**src/verilog/dct_pkg.sv**
```systemverilog
// Block geometry, data widths, credit depths, register map and zigzag order
`default_nettype none

package dct_pkg;

    // Block geometry
    localparam int BLK_DIM = 4;
    localparam int BLK_PIX = BLK_DIM * BLK_DIM;

    // Data widths
    localparam int PIX_W   = 8;
    localparam int COEF_W  = 14;
    localparam int OUT_W   = 11;
    localparam int IDX_W   = 4;
    localparam int SHIFT_W = 3;

    // Upstream holds two full banks worth of credits after reset
    localparam int PIXEL_CREDITS = 2 * BLK_PIX;
    localparam int OUT_CREDITS   = 4;

    // Register map
    localparam logic [1:0] REG_CTRL   = 2'd0;
    localparam logic [1:0] REG_STATUS = 2'd1;

    // Raster index of the coefficient sent at each zigzag position
    localparam logic [IDX_W-1:0] ZIGZAG [BLK_PIX] = '{
        4'd0,
        4'd1,
        4'd4,
        4'd8,
        4'd5,
        4'd2,
        4'd3,
        4'd6,
        4'd9,
        4'd12,
        4'd13,
        4'd10,
        4'd7,
        4'd11,
        4'd14,
        4'd15
    };

endpackage

`default_nettype wire

```
**src/verilog/dct_ifs.sv**
```systemverilog
// Pixel block and coefficient block interfaces between the pipeline stages
`timescale 1ns/1ps
`default_nettype none

// One full bank of pixels, raster order
interface block_if import dct_pkg::*; ();

    logic                            valid;
    logic                            ready;
    logic [BLK_PIX-1:0][PIX_W-1:0]   pixels;
    logic                            bank;

    modport source (output valid, output pixels, output bank, input ready);
    modport sink   (input valid, input pixels, input bank, output ready);

endinterface

// One transformed block, raster order, signed coefficients
interface coeff_block_if import dct_pkg::*; ();

    logic                            valid;
    logic                            ready;
    logic [BLK_PIX-1:0][COEF_W-1:0]  coefs;

    modport source (output valid, output coefs, input ready);
    modport sink   (input valid, input coefs, output ready);

endinterface

`default_nettype wire

```
**src/verilog/block_buffer.sv**
```systemverilog
// Double-banked pixel buffer that assembles 4x4 blocks and returns input credits
`timescale 1ns/1ps
`default_nettype none

module block_buffer import dct_pkg::*; (
    input  logic             clk,
    input  logic             reset,
    input  logic [PIX_W-1:0] pixel_in,
    input  logic             pixel_valid,
    output logic             pixel_credit,
    block_if.source          blk
);

    // Two banks, each holding one block in raster order
    logic [1:0][BLK_PIX-1:0][PIX_W-1:0] bank_mem;

    logic [$clog2(BLK_DIM)-1:0] row_ptr;
    logic [$clog2(BLK_DIM)-1:0] col_ptr;
    logic                       wr_bank;
    logic                       rd_bank;
    logic [1:0]                 bank_full;
    logic                       last_pixel;
    logic                       handoff;

    // Two handoffs may queue their returns, so room for 32
    logic [$clog2(2*BLK_PIX+1)-1:0] credit_pend;
    logic [$clog2(2*BLK_PIX+1)-1:0] credit_next;

    assign last_pixel = pixel_valid && (&row_ptr) && (&col_ptr);

    // Banks are offered in the order they were filled
    assign blk.valid  = bank_full[rd_bank];
    assign blk.pixels = bank_mem[rd_bank];
    assign blk.bank   = rd_bank;
    assign handoff    = blk.valid && blk.ready;

    always_ff @(posedge clk) begin
        if (pixel_valid) begin
            bank_mem[wr_bank][{row_ptr, col_ptr}] <= pixel_in;
        end
    end

    always_ff @(posedge clk) begin
        if (reset) begin
            row_ptr   <= '0;
            col_ptr   <= '0;
            wr_bank   <= 1'b0;
            rd_bank   <= 1'b0;
            bank_full <= '0;
        end else begin
            if (pixel_valid) begin
                col_ptr <= col_ptr + 1'b1;
                if (&col_ptr) begin
                    row_ptr <= row_ptr + 1'b1;
                end
            end
            if (handoff) begin
                bank_full[rd_bank] <= 1'b0;
                rd_bank            <= ~rd_bank;
            end
            // Upstream credits keep it from writing into a bank still full
            if (last_pixel) begin
                bank_full[wr_bank] <= 1'b1;
                wr_bank            <= ~wr_bank;
            end
        end
    end

    // A handoff frees all 16 slots of the bank at once
    assign credit_next = credit_pend + (handoff ? BLK_PIX[$bits(credit_next)-1:0] : '0);

    // Hand back one credit per cycle until the queue drains
    always_ff @(posedge clk) begin
        if (reset) begin
            credit_pend  <= '0;
            pixel_credit <= 1'b0;
        end else if (credit_next != '0) begin
            credit_pend  <= credit_next - 1'b1;
            pixel_credit <= 1'b1;
        end else begin
            credit_pend  <= '0;
            pixel_credit <= 1'b0;
        end
    end

endmodule

`default_nettype wire

```
**src/verilog/block_transform.sv**
```systemverilog
// Two-stage pipelined 4x4 integer forward core transform with level shift
`timescale 1ns/1ps
`default_nettype none

module block_transform import dct_pkg::*; (
    input  logic          clk,
    input  logic          reset,
    block_if.sink         blk,
    coeff_block_if.source coefs
);

    logic                           s1_valid;
    logic                           s2_valid;
    logic [BLK_PIX-1:0][COEF_W-1:0] s1_data;
    logic [BLK_PIX-1:0][COEF_W-1:0] s2_data;
    logic [BLK_PIX-1:0][COEF_W-1:0] row_result;
    logic [BLK_PIX-1:0][COEF_W-1:0] col_result;
    logic                           s2_free;
    logic                           s2_load;

    // Butterfly form of rows (1,1,1,1) (2,1,-1,-2) (1,-1,-1,1) (1,-2,2,-1)
    function automatic logic [BLK_DIM-1:0][COEF_W-1:0] core_1d(
        input logic [BLK_DIM-1:0][COEF_W-1:0] x
    );
        logic signed [COEF_W-1:0]      s0;
        logic signed [COEF_W-1:0]      s1;
        logic signed [COEF_W-1:0]      d0;
        logic signed [COEF_W-1:0]      d1;
        logic [BLK_DIM-1:0][COEF_W-1:0] y;
        s0   = $signed(x[0]) + $signed(x[3]);
        s1   = $signed(x[1]) + $signed(x[2]);
        d0   = $signed(x[0]) - $signed(x[3]);
        d1   = $signed(x[1]) - $signed(x[2]);
        y[0] = s0 + s1;
        y[1] = (d0 <<< 1) + d1;
        y[2] = s0 - s1;
        y[3] = d0 - (d1 <<< 1);
        return y;
    endfunction

    // Stage one works on rows of the level-shifted block
    always_comb begin
        logic [BLK_DIM-1:0][COEF_W-1:0] row_in;
        logic signed [COEF_W-1:0]       shifted;
        for (int r = 0; r < BLK_DIM; r++) begin
            for (int c = 0; c < BLK_DIM; c++) begin
                // Subtracting 128 is the same as flipping the MSB
                shifted = $signed({~blk.pixels[r*BLK_DIM+c][PIX_W-1],
                                   blk.pixels[r*BLK_DIM+c][PIX_W-2:0]});
                row_in[c] = shifted;
            end
            row_result[r*BLK_DIM +: BLK_DIM] = core_1d(row_in);
        end
    end

    // Stage two works on columns of the stage one result
    always_comb begin
        logic [BLK_DIM-1:0][COEF_W-1:0] col_in;
        logic [BLK_DIM-1:0][COEF_W-1:0] col_out;
        for (int c = 0; c < BLK_DIM; c++) begin
            for (int r = 0; r < BLK_DIM; r++) begin
                col_in[r] = s1_data[r*BLK_DIM+c];
            end
            col_out = core_1d(col_in);
            for (int r = 0; r < BLK_DIM; r++) begin
                col_result[r*BLK_DIM+c] = col_out[r];
            end
        end
    end

    // A stage advances only when the one after it is empty or draining
    assign s2_free     = !s2_valid || coefs.ready;
    assign s2_load     = s1_valid && s2_free;
    assign blk.ready   = !s1_valid || s2_free;
    assign coefs.valid = s2_valid;
    assign coefs.coefs = s2_data;

    always_ff @(posedge clk) begin
        if (blk.ready) begin
            s1_data <= row_result;
        end
        if (s2_load) begin
            s2_data <= col_result;
        end
    end

    always_ff @(posedge clk) begin
        if (reset) begin
            s1_valid <= 1'b0;
            s2_valid <= 1'b0;
        end else begin
            if (blk.ready) begin
                s1_valid <= blk.valid;
            end
            if (s2_free) begin
                s2_valid <= s1_valid;
            end
        end
    end

endmodule

`default_nettype wire

```
**src/verilog/coeff_quantizer.sv**
```systemverilog
// Zigzag serializer with rounding quantizer, saturation and output credit counter
`timescale 1ns/1ps
`default_nettype none

module coeff_quantizer import dct_pkg::*; (
    input  logic                     clk,
    input  logic                     reset,
    coeff_block_if.sink              coefs,
    input  logic                     enable,
    input  logic [SHIFT_W-1:0]       quant_shift,
    input  logic                     out_credit,
    output logic signed [OUT_W-1:0]  dct_out,
    output logic                     dct_valid,
    output logic [IDX_W-1:0]         coeff_idx,
    output logic                     coeff_last
);

    logic [BLK_PIX-1:0][COEF_W-1:0]      held;
    logic                                busy;
    logic [IDX_W-1:0]                    pos;
    logic [$clog2(OUT_CREDITS+1)-1:0]    credits;
    logic                                send;
    logic                                last_pos;
    logic [IDX_W-1:0]                    raster_idx;

    // Round half away from zero, then clamp to +-1023
    function automatic logic signed [OUT_W-1:0] quantize(
        input logic signed [COEF_W-1:0] c,
        input logic [SHIFT_W-1:0]       sh
    );
        logic [COEF_W:0]  mag;
        logic [COEF_W:0]  half;
        logic [COEF_W:0]  q;
        logic [COEF_W:0]  q_max;
        logic [OUT_W-1:0] sat;
        q_max = (COEF_W+1)'((1 << (OUT_W - 1)) - 1);
        mag   = c[COEF_W-1] ? -{c[COEF_W-1], c} : {c[COEF_W-1], c};
        half  = (sh == '0) ? '0 : ((COEF_W+1)'(1) << (sh - 1'b1));
        q     = (mag + half) >> sh;
        if (q > q_max) begin
            q = q_max;
        end
        sat = q[OUT_W-1:0];
        return c[COEF_W-1] ? -$signed(sat) : $signed(sat);
    endfunction

    assign last_pos   = &pos;
    assign raster_idx = ZIGZAG[pos];
    assign send       = busy && enable && (credits != '0);

    // Next block loads while the last beat of the current one goes out
    assign coefs.ready = !busy || (send && last_pos);

    always_ff @(posedge clk) begin
        if (coefs.valid && coefs.ready) begin
            held <= coefs.coefs;
        end
        if (send) begin
            dct_out   <= quantize(held[raster_idx], quant_shift);
            coeff_idx <= raster_idx;
        end
    end

    always_ff @(posedge clk) begin
        if (reset) begin
            busy       <= 1'b0;
            pos        <= '0;
            dct_valid  <= 1'b0;
            coeff_last <= 1'b0;
        end else begin
            dct_valid  <= send;
            coeff_last <= send && last_pos;
            if (coefs.valid && coefs.ready) begin
                busy <= 1'b1;
                pos  <= '0;
            end else if (send) begin
                pos <= pos + 1'b1;
                if (last_pos) begin
                    busy <= 1'b0;
                end
            end
        end
    end

    // A returned credit and a spent one in the same cycle cancel out
    always_ff @(posedge clk) begin
        if (reset) begin
            credits <= OUT_CREDITS[$bits(credits)-1:0];
        end else begin
            case ({out_credit, send})
                2'b10:   credits <= credits + 1'b1;
                2'b01:   credits <= credits - 1'b1;
                default: credits <= credits;
            endcase
        end
    end

endmodule

`default_nettype wire

```
**src/verilog/compressor_regs.sv**
```systemverilog
// Control register, finished block counter and registered readback
`timescale 1ns/1ps
`default_nettype none

module compressor_regs import dct_pkg::*; (
    input  logic               clk,
    input  logic               reset,
    input  logic               cfg_write,
    input  logic [1:0]         cfg_addr,
    input  logic [7:0]         cfg_wdata,
    output logic [7:0]         cfg_rdata,
    input  logic               block_done,
    output logic               enable,
    output logic [SHIFT_W-1:0] quant_shift
);

    // Wraps at 256
    logic [7:0] block_count;

    // Control register holds enable in bit 0 and the shift in bits 3..1
    always_ff @(posedge clk) begin
        if (reset) begin
            enable      <= 1'b1;
            quant_shift <= '0;
        end else if (cfg_write && cfg_addr == REG_CTRL) begin
            enable      <= cfg_wdata[0];
            quant_shift <= cfg_wdata[SHIFT_W:1];
        end
    end

    // Status is read only
    always_ff @(posedge clk) begin
        if (reset) begin
            block_count <= '0;
        end else if (block_done) begin
            block_count <= block_count + 1'b1;
        end
    end

    always_ff @(posedge clk) begin
        if (reset) begin
            cfg_rdata <= '0;
        end else begin
            case (cfg_addr)
                REG_CTRL:   cfg_rdata <= {{(7 - SHIFT_W){1'b0}}, quant_shift, enable};
                REG_STATUS: cfg_rdata <= block_count;
                default:    cfg_rdata <= '0;
            endcase
        end
    end

endmodule

`default_nettype wire

```
**src/verilog/dct_compressor.sv**
```systemverilog
// Top level of the 4x4 block transform compressor
`timescale 1ns/1ps
`default_nettype none

module dct_compressor import dct_pkg::*; (
    input  logic                    clk,
    input  logic                    reset,
    // Pixel stream with credit return
    input  logic [PIX_W-1:0]        pixel_in,
    input  logic                    pixel_valid,
    output logic                    pixel_credit,
    // Coefficient stream with credit input
    input  logic                    out_credit,
    output logic signed [OUT_W-1:0] dct_out,
    output logic                    dct_valid,
    output logic [IDX_W-1:0]        coeff_idx,
    output logic                    coeff_last,
    // Register port
    input  logic                    cfg_write,
    input  logic [1:0]              cfg_addr,
    input  logic [7:0]              cfg_wdata,
    output logic [7:0]              cfg_rdata
);

    logic               enable;
    logic [SHIFT_W-1:0] quant_shift;
    logic               block_done;

    block_if       blk_bus ();
    coeff_block_if coef_bus ();

    // One block counts as done when its last coefficient leaves
    assign block_done = dct_valid && coeff_last;

    block_buffer buffer_i (
        .clk          (clk),
        .reset        (reset),
        .pixel_in     (pixel_in),
        .pixel_valid  (pixel_valid),
        .pixel_credit (pixel_credit),
        .blk          (blk_bus.source)
    );

    block_transform transform_i (
        .clk   (clk),
        .reset (reset),
        .blk   (blk_bus.sink),
        .coefs (coef_bus.source)
    );

    coeff_quantizer quantizer_i (
        .clk         (clk),
        .reset       (reset),
        .coefs       (coef_bus.sink),
        .enable      (enable),
        .quant_shift (quant_shift),
        .out_credit  (out_credit),
        .dct_out     (dct_out),
        .dct_valid   (dct_valid),
        .coeff_idx   (coeff_idx),
        .coeff_last  (coeff_last)
    );

    compressor_regs regs_i (
        .clk         (clk),
        .reset       (reset),
        .cfg_write   (cfg_write),
        .cfg_addr    (cfg_addr),
        .cfg_wdata   (cfg_wdata),
        .cfg_rdata   (cfg_rdata),
        .block_done  (block_done),
        .enable      (enable),
        .quant_shift (quant_shift)
    );

endmodule

`default_nettype wire

```
**config.mk**
```make
export PLATFORM = sky130hd
export DESIGN_NAME = dct_compressor
export DESIGN_NICKNAME = d
export VERILOG_FILES = /design/src/verilog/dct_pkg.sv /design/src/verilog/dct_ifs.sv /design/src/verilog/block_buffer.sv /design/src/verilog/block_transform.sv /design/src/verilog/coeff_quantizer.sv /design/src/verilog/compressor_regs.sv /design/src/verilog/dct_compressor.sv
export SDC_FILE = /design/constraint.sdc
export NUM_CORES = 2
export LEC_CHECK = 0
export ABC_AREA = 0
export BUFFER_PORTS_ARGS = -buffer_cell sky130_fd_sc_hd__buf_4
export CORE_MARGIN = 3
export CORE_UTILIZATION = 45
export DETAILED_ROUTE_END_ITERATION = 12
export HOLD_SLACK_MARGIN = 0.1
export MAX_ROUTING_LAYER = met4
export PLACE_DENSITY_LB_ADDON = 0.2
export SYNTH_ARGS = -nofsm -noshare
export SYNTH_HDL_FRONTEND = slang
export SYNTH_SLANG_ARGS = --single-unit
```
**constraint.sdc**
```tcl
create_clock -name clk -period 22.3 [get_ports clk]
set_input_delay 1.115 -clock clk [delete_from_list [all_inputs] [get_ports clk]]
set_output_delay 1.115 -clock clk [all_outputs]
set_load 0.02 [all_outputs]
```
==> metrics.yaml <==
final_layout:
  multi_input_area_sq_um: 30500
  final_cell_area_sq_um: 68200
  area.sequential_sq_um: 28700
  number_of_fill_cells: 12100
  area.growth.synth_to_final_pct: 9.21
  nNetsFinal: 6469
  instances_no_fill: 7562
  utilization: 0.496
  drive_gt1_frac: 0.0605
outcome:
  run_status: "complete, no violations"
cts:
  cts.root.buffer_cell: "sky130_fd_sc_hd__clkbuf_16"
  cts_buffer_depth: 3
  tritoncts: "built"
  resized_cells_post_cts: 0
  worst_setup_hold_path_clk_slew_ns: 0.06
  cts_post_setup_buffers_inserted: 0
  clock_latency_ns: 0.75
  cts.sinks: 972
  hold_buffers: 0
  numCtsBuffers: 109
  cts_max_level: 3
sta:
  setup-tns-final_ns: 0
  finalCriticalPeriod_ns: 7.96
  timing.final.setup_violations: 0
  finalHoldWorstSlack_ns: 0.396
  finalHoldViolations: 0
  slew_violations: 0
  slew_headroom: 0.232
  tightest_slew_ns: 1.14
  clock_skew_ns: 0.0527
  rsz0062_at_grt: "false"
  final_min_period_over_clock_period: 0.357
  final_critical_path_setup_slack_ns: 14.34
  clock.fmax_mhz: 126
drt:
  top_signal_layer_used: "met4"
  detailroute.via_count: 39800
  route.detailed.vias_per_inst: 5.27
  detailroute.wirelength.met2_um: 73800
  remaining_drc_errors: 0
  met1Wirelength_um: 73400
  wl_met3_um: 6030
  routedWlPerCell_um: 21.4
  drtAntennaViolNets: 0
  routed_wirelength_um: 162000
  drt_pass1_iterations: 5
  detailedRoute.firstIterationViolations: 3094
power_and_ir_drop:
  power.static_leakage_nw: 28.8
  power-per-cell-area_nw_per_um2: 99.0
  worst_ir_drop_vdd_mv: 0.0657
  totalPowerFinal_mw: 6.75
worst_setup_path:
  cpMostUsedCell: "sky130_fd_sc_hd__a21oi_1"
  crit_path_max_fanout: 44
  max_stage_delay_ns: 0.89
  kind_of_cell_adding_the_most_delay_to_the_critical_path: "compound AO/OA/AOI/OAI gates"
  critical_path.reg2reg.startpoint: "quantizer_i.pos[3]"
  critical_path.n_buffers_inverters: 3
  start_kind: "register"
  critical_path_arrival_ns: 8.41
  worstPathRequired_ns: 22.76
  rr_worst_depth: 25
  setup.worst_path.class: "reg2reg"
  crit_path_end_kind: "register"
  ff2ff_setup_slack_ns: 14.34
  r2r_end: "quantizer_i.dct_out[3]"
  critical_path.slowest_cell: "sky130_fd_sc_hd__dfxtp_1"
floorplan:
  floorplan.initialDensity: 0.454
  die_area_sq_um: 143000
  chipWidth_um: 379
  fp.dieH_um: 379
  io-pin-count: 49
  core_area_sq_um: 138000
  core.rowCount: 136
placed_design:
  place_ws_ns: 14.48
  io_buffer_count: 44
  gp_congestion: 0.961
  numPlacedInstances: 7357
  place_area_sq_um: 64600
  dpl.hpwl_um: 129000
synth:
  most_common_library_cells_after_synthesis: "sky130_fd_sc_hd__edfxtp_1 (925), sky130_fd_sc_hd__ha_1 (706), sky130_fd_sc_hd__inv_1 (704), sky130_fd_sc_hd__a21oi_1 (427), sky130_fd_sc_hd__nor2_1 (419)"
  ys_ff_latch: 972
  synthesis.area_sq_um: 62500
  dominantRegCellSynth: "sky130_fd_sc_hd__edfxtp_1"
  synthCells: 5639
  synth_seq_area_share: 0.460
  ys_warn_count: 0
  postSynthAreaPerCell_sq_um: 11.1
  netlist.top_cell.by_area: "sky130_fd_sc_hd__edfxtp_1"
  synth_most_common_cell: "sky130_fd_sc_hd__edfxtp_1"
  synth_top_cell_area_share: 0.445
  synth_edf_count: 925
  synth_async_sr_flop_share: 0
  number_of_distinct_library_cells_after_synthesis: 98
  post_synth_main_area_contributors: "sky130_fd_sc_hd__edfxtp_1 (44%), sky130_fd_sc_hd__ha_1 (14%), sky130_fd_sc_hd__xnor2_1 (5.4%)"
  mappedNetlistNets: 6434
global_routing:
  grt_overflow: 0
  number_of_global_route_vias_before_repair: 38800
  grt_first_pass_wirelength_um: 240000
  number_of_antenna_violations_at_the_first_check_in_global_routing: 3
  grt_max_degree: 167
  grtUsageTotal: 0.233
min_path:
  hold_path_end: "quantizer_i.held[47]"
  timing.hold.worst.class: "reg2reg"
  hold_start: "transform_i.coefs.coefs[47]"
  cell_depth_of_the_worst_min_delay_path: 0
run:
  maxCapViolations: 0
==> final cells by class <==
cell class / instances / area share
Clock buffer: 132 / 0.0416
Multi-Input combinational cell: 3814 / 0.447
Clock inverter: 70 / 0.0109
Sequential cell: 972 / 0.421
Timing Repair Buffer: 68 / 0.00767
Inverter: 709 / 0.0391
Antenna cell: 3 / 0.000110
Tap cell: 1794 / 0.0329
==> logic make-up (layout without fill, tap and decap cells) <==
kind of cell | after synthesis | after routing | share of synthesized area
muxes | 210 | 210 | 0.0358
AOI/OAI and AO/OA | 1224 | 1224 | 0.126
buffers and inverters | 853 | 979 | 0.0528
DFF | 972 | 972 | 0.460
adders and majority gates | 772 | 772 | 0.163
other | 0 | 3 | 0
and+or+nand+nor | 1003 | 1003 | 0.0773
xor gates and xnor gates | 605 | 605 | 0.0858
==> registers in the layout, summed over array words and instances, names as in the netlist, 3 cells and up <==
name,cells
transform_i.coefs.coefs,217
regs_i.block_count,8
quantizer_i.held,217
regs_i.quant_shift,3
quantizer_i.credits,3
buffer_i.bank_mem,256
quantizer_i.coeff_idx,4
regs_i.cfg_rdata,8
transform_i.s1_data,220
quantizer_i.pos,4
quantizer_i.dct_out,11
buffer_i.credit_pend,6
==> power by group <==
group	internal, mW	switching (mW)
registers	2.26	0.0423
logic	1.08	1.57
clock network	1.04	0.764
==> worst max path at each step <==
stage / start / endpoint / slack (ns) / depth (start not counted)
after floorplan: quantizer_i.pos[2] / transform_i.coefs.coefs[100] / 3.82 / 9
after global placement: quantizer_i.pos[3] / quantizer_i.dct_out[5] / 14.54 / 25
after detailed placement: quantizer_i.pos[3] / quantizer_i.dct_out[3] / 14.48 / 25
after CTS: quantizer_i.pos[3] / quantizer_i.dct_out[3] / 14.45 / 25
after global routing: quantizer_i.pos[3] / quantizer_i.dct_out[3] / 13.58 / 25
final: quantizer_i.pos[3] / quantizer_i.dct_out[3] / 14.34 / 25
==> cell usage in the layout, fill, tap and decap left out, drive strengths merged, types with 8 or more instances in the layout <==
| cell type | n |
|---|---|
| a211oi | 28 |
| a21boi | 11 |
| a21o | 157 |
| a21oi | 427 |
| a22o | 18 |
| a31oi | 18 |
| and2 | 29 |
| and3 | 72 |
| and4 | 26 |
| buf | 68 |
| bufinv | 11 |
| clkbuf | 132 |
| clkinv | 42 |
| clkinvlp | 8 |
| dfxtp | 47 |
| edfxtp | 925 |
| fa | 66 |
| ha | 706 |
| inv | 718 |
| mux2 | 79 |
| mux2i | 130 |
| nand2 | 181 |
| nand2b | 66 |
| nand3 | 41 |
| nand4 | 28 |
| nor2 | 422 |
| nor2b | 45 |
| nor3 | 57 |
| o211a | 24 |
| o211ai | 29 |
| o21a | 8 |
| o21ai | 189 |
| o21bai | 227 |
| o31ai | 26 |
| xnor2 | 383 |
| xor2 | 218 |
==> per-layer routing <==
metal,vias up,track usage
met5,-,-
met4,0,0.109
met3,274,0.0251
met2,819,0.366
met1,19000,0.304
li1,19800,-
No activity file was read; power rests on OpenSTA's default activity.
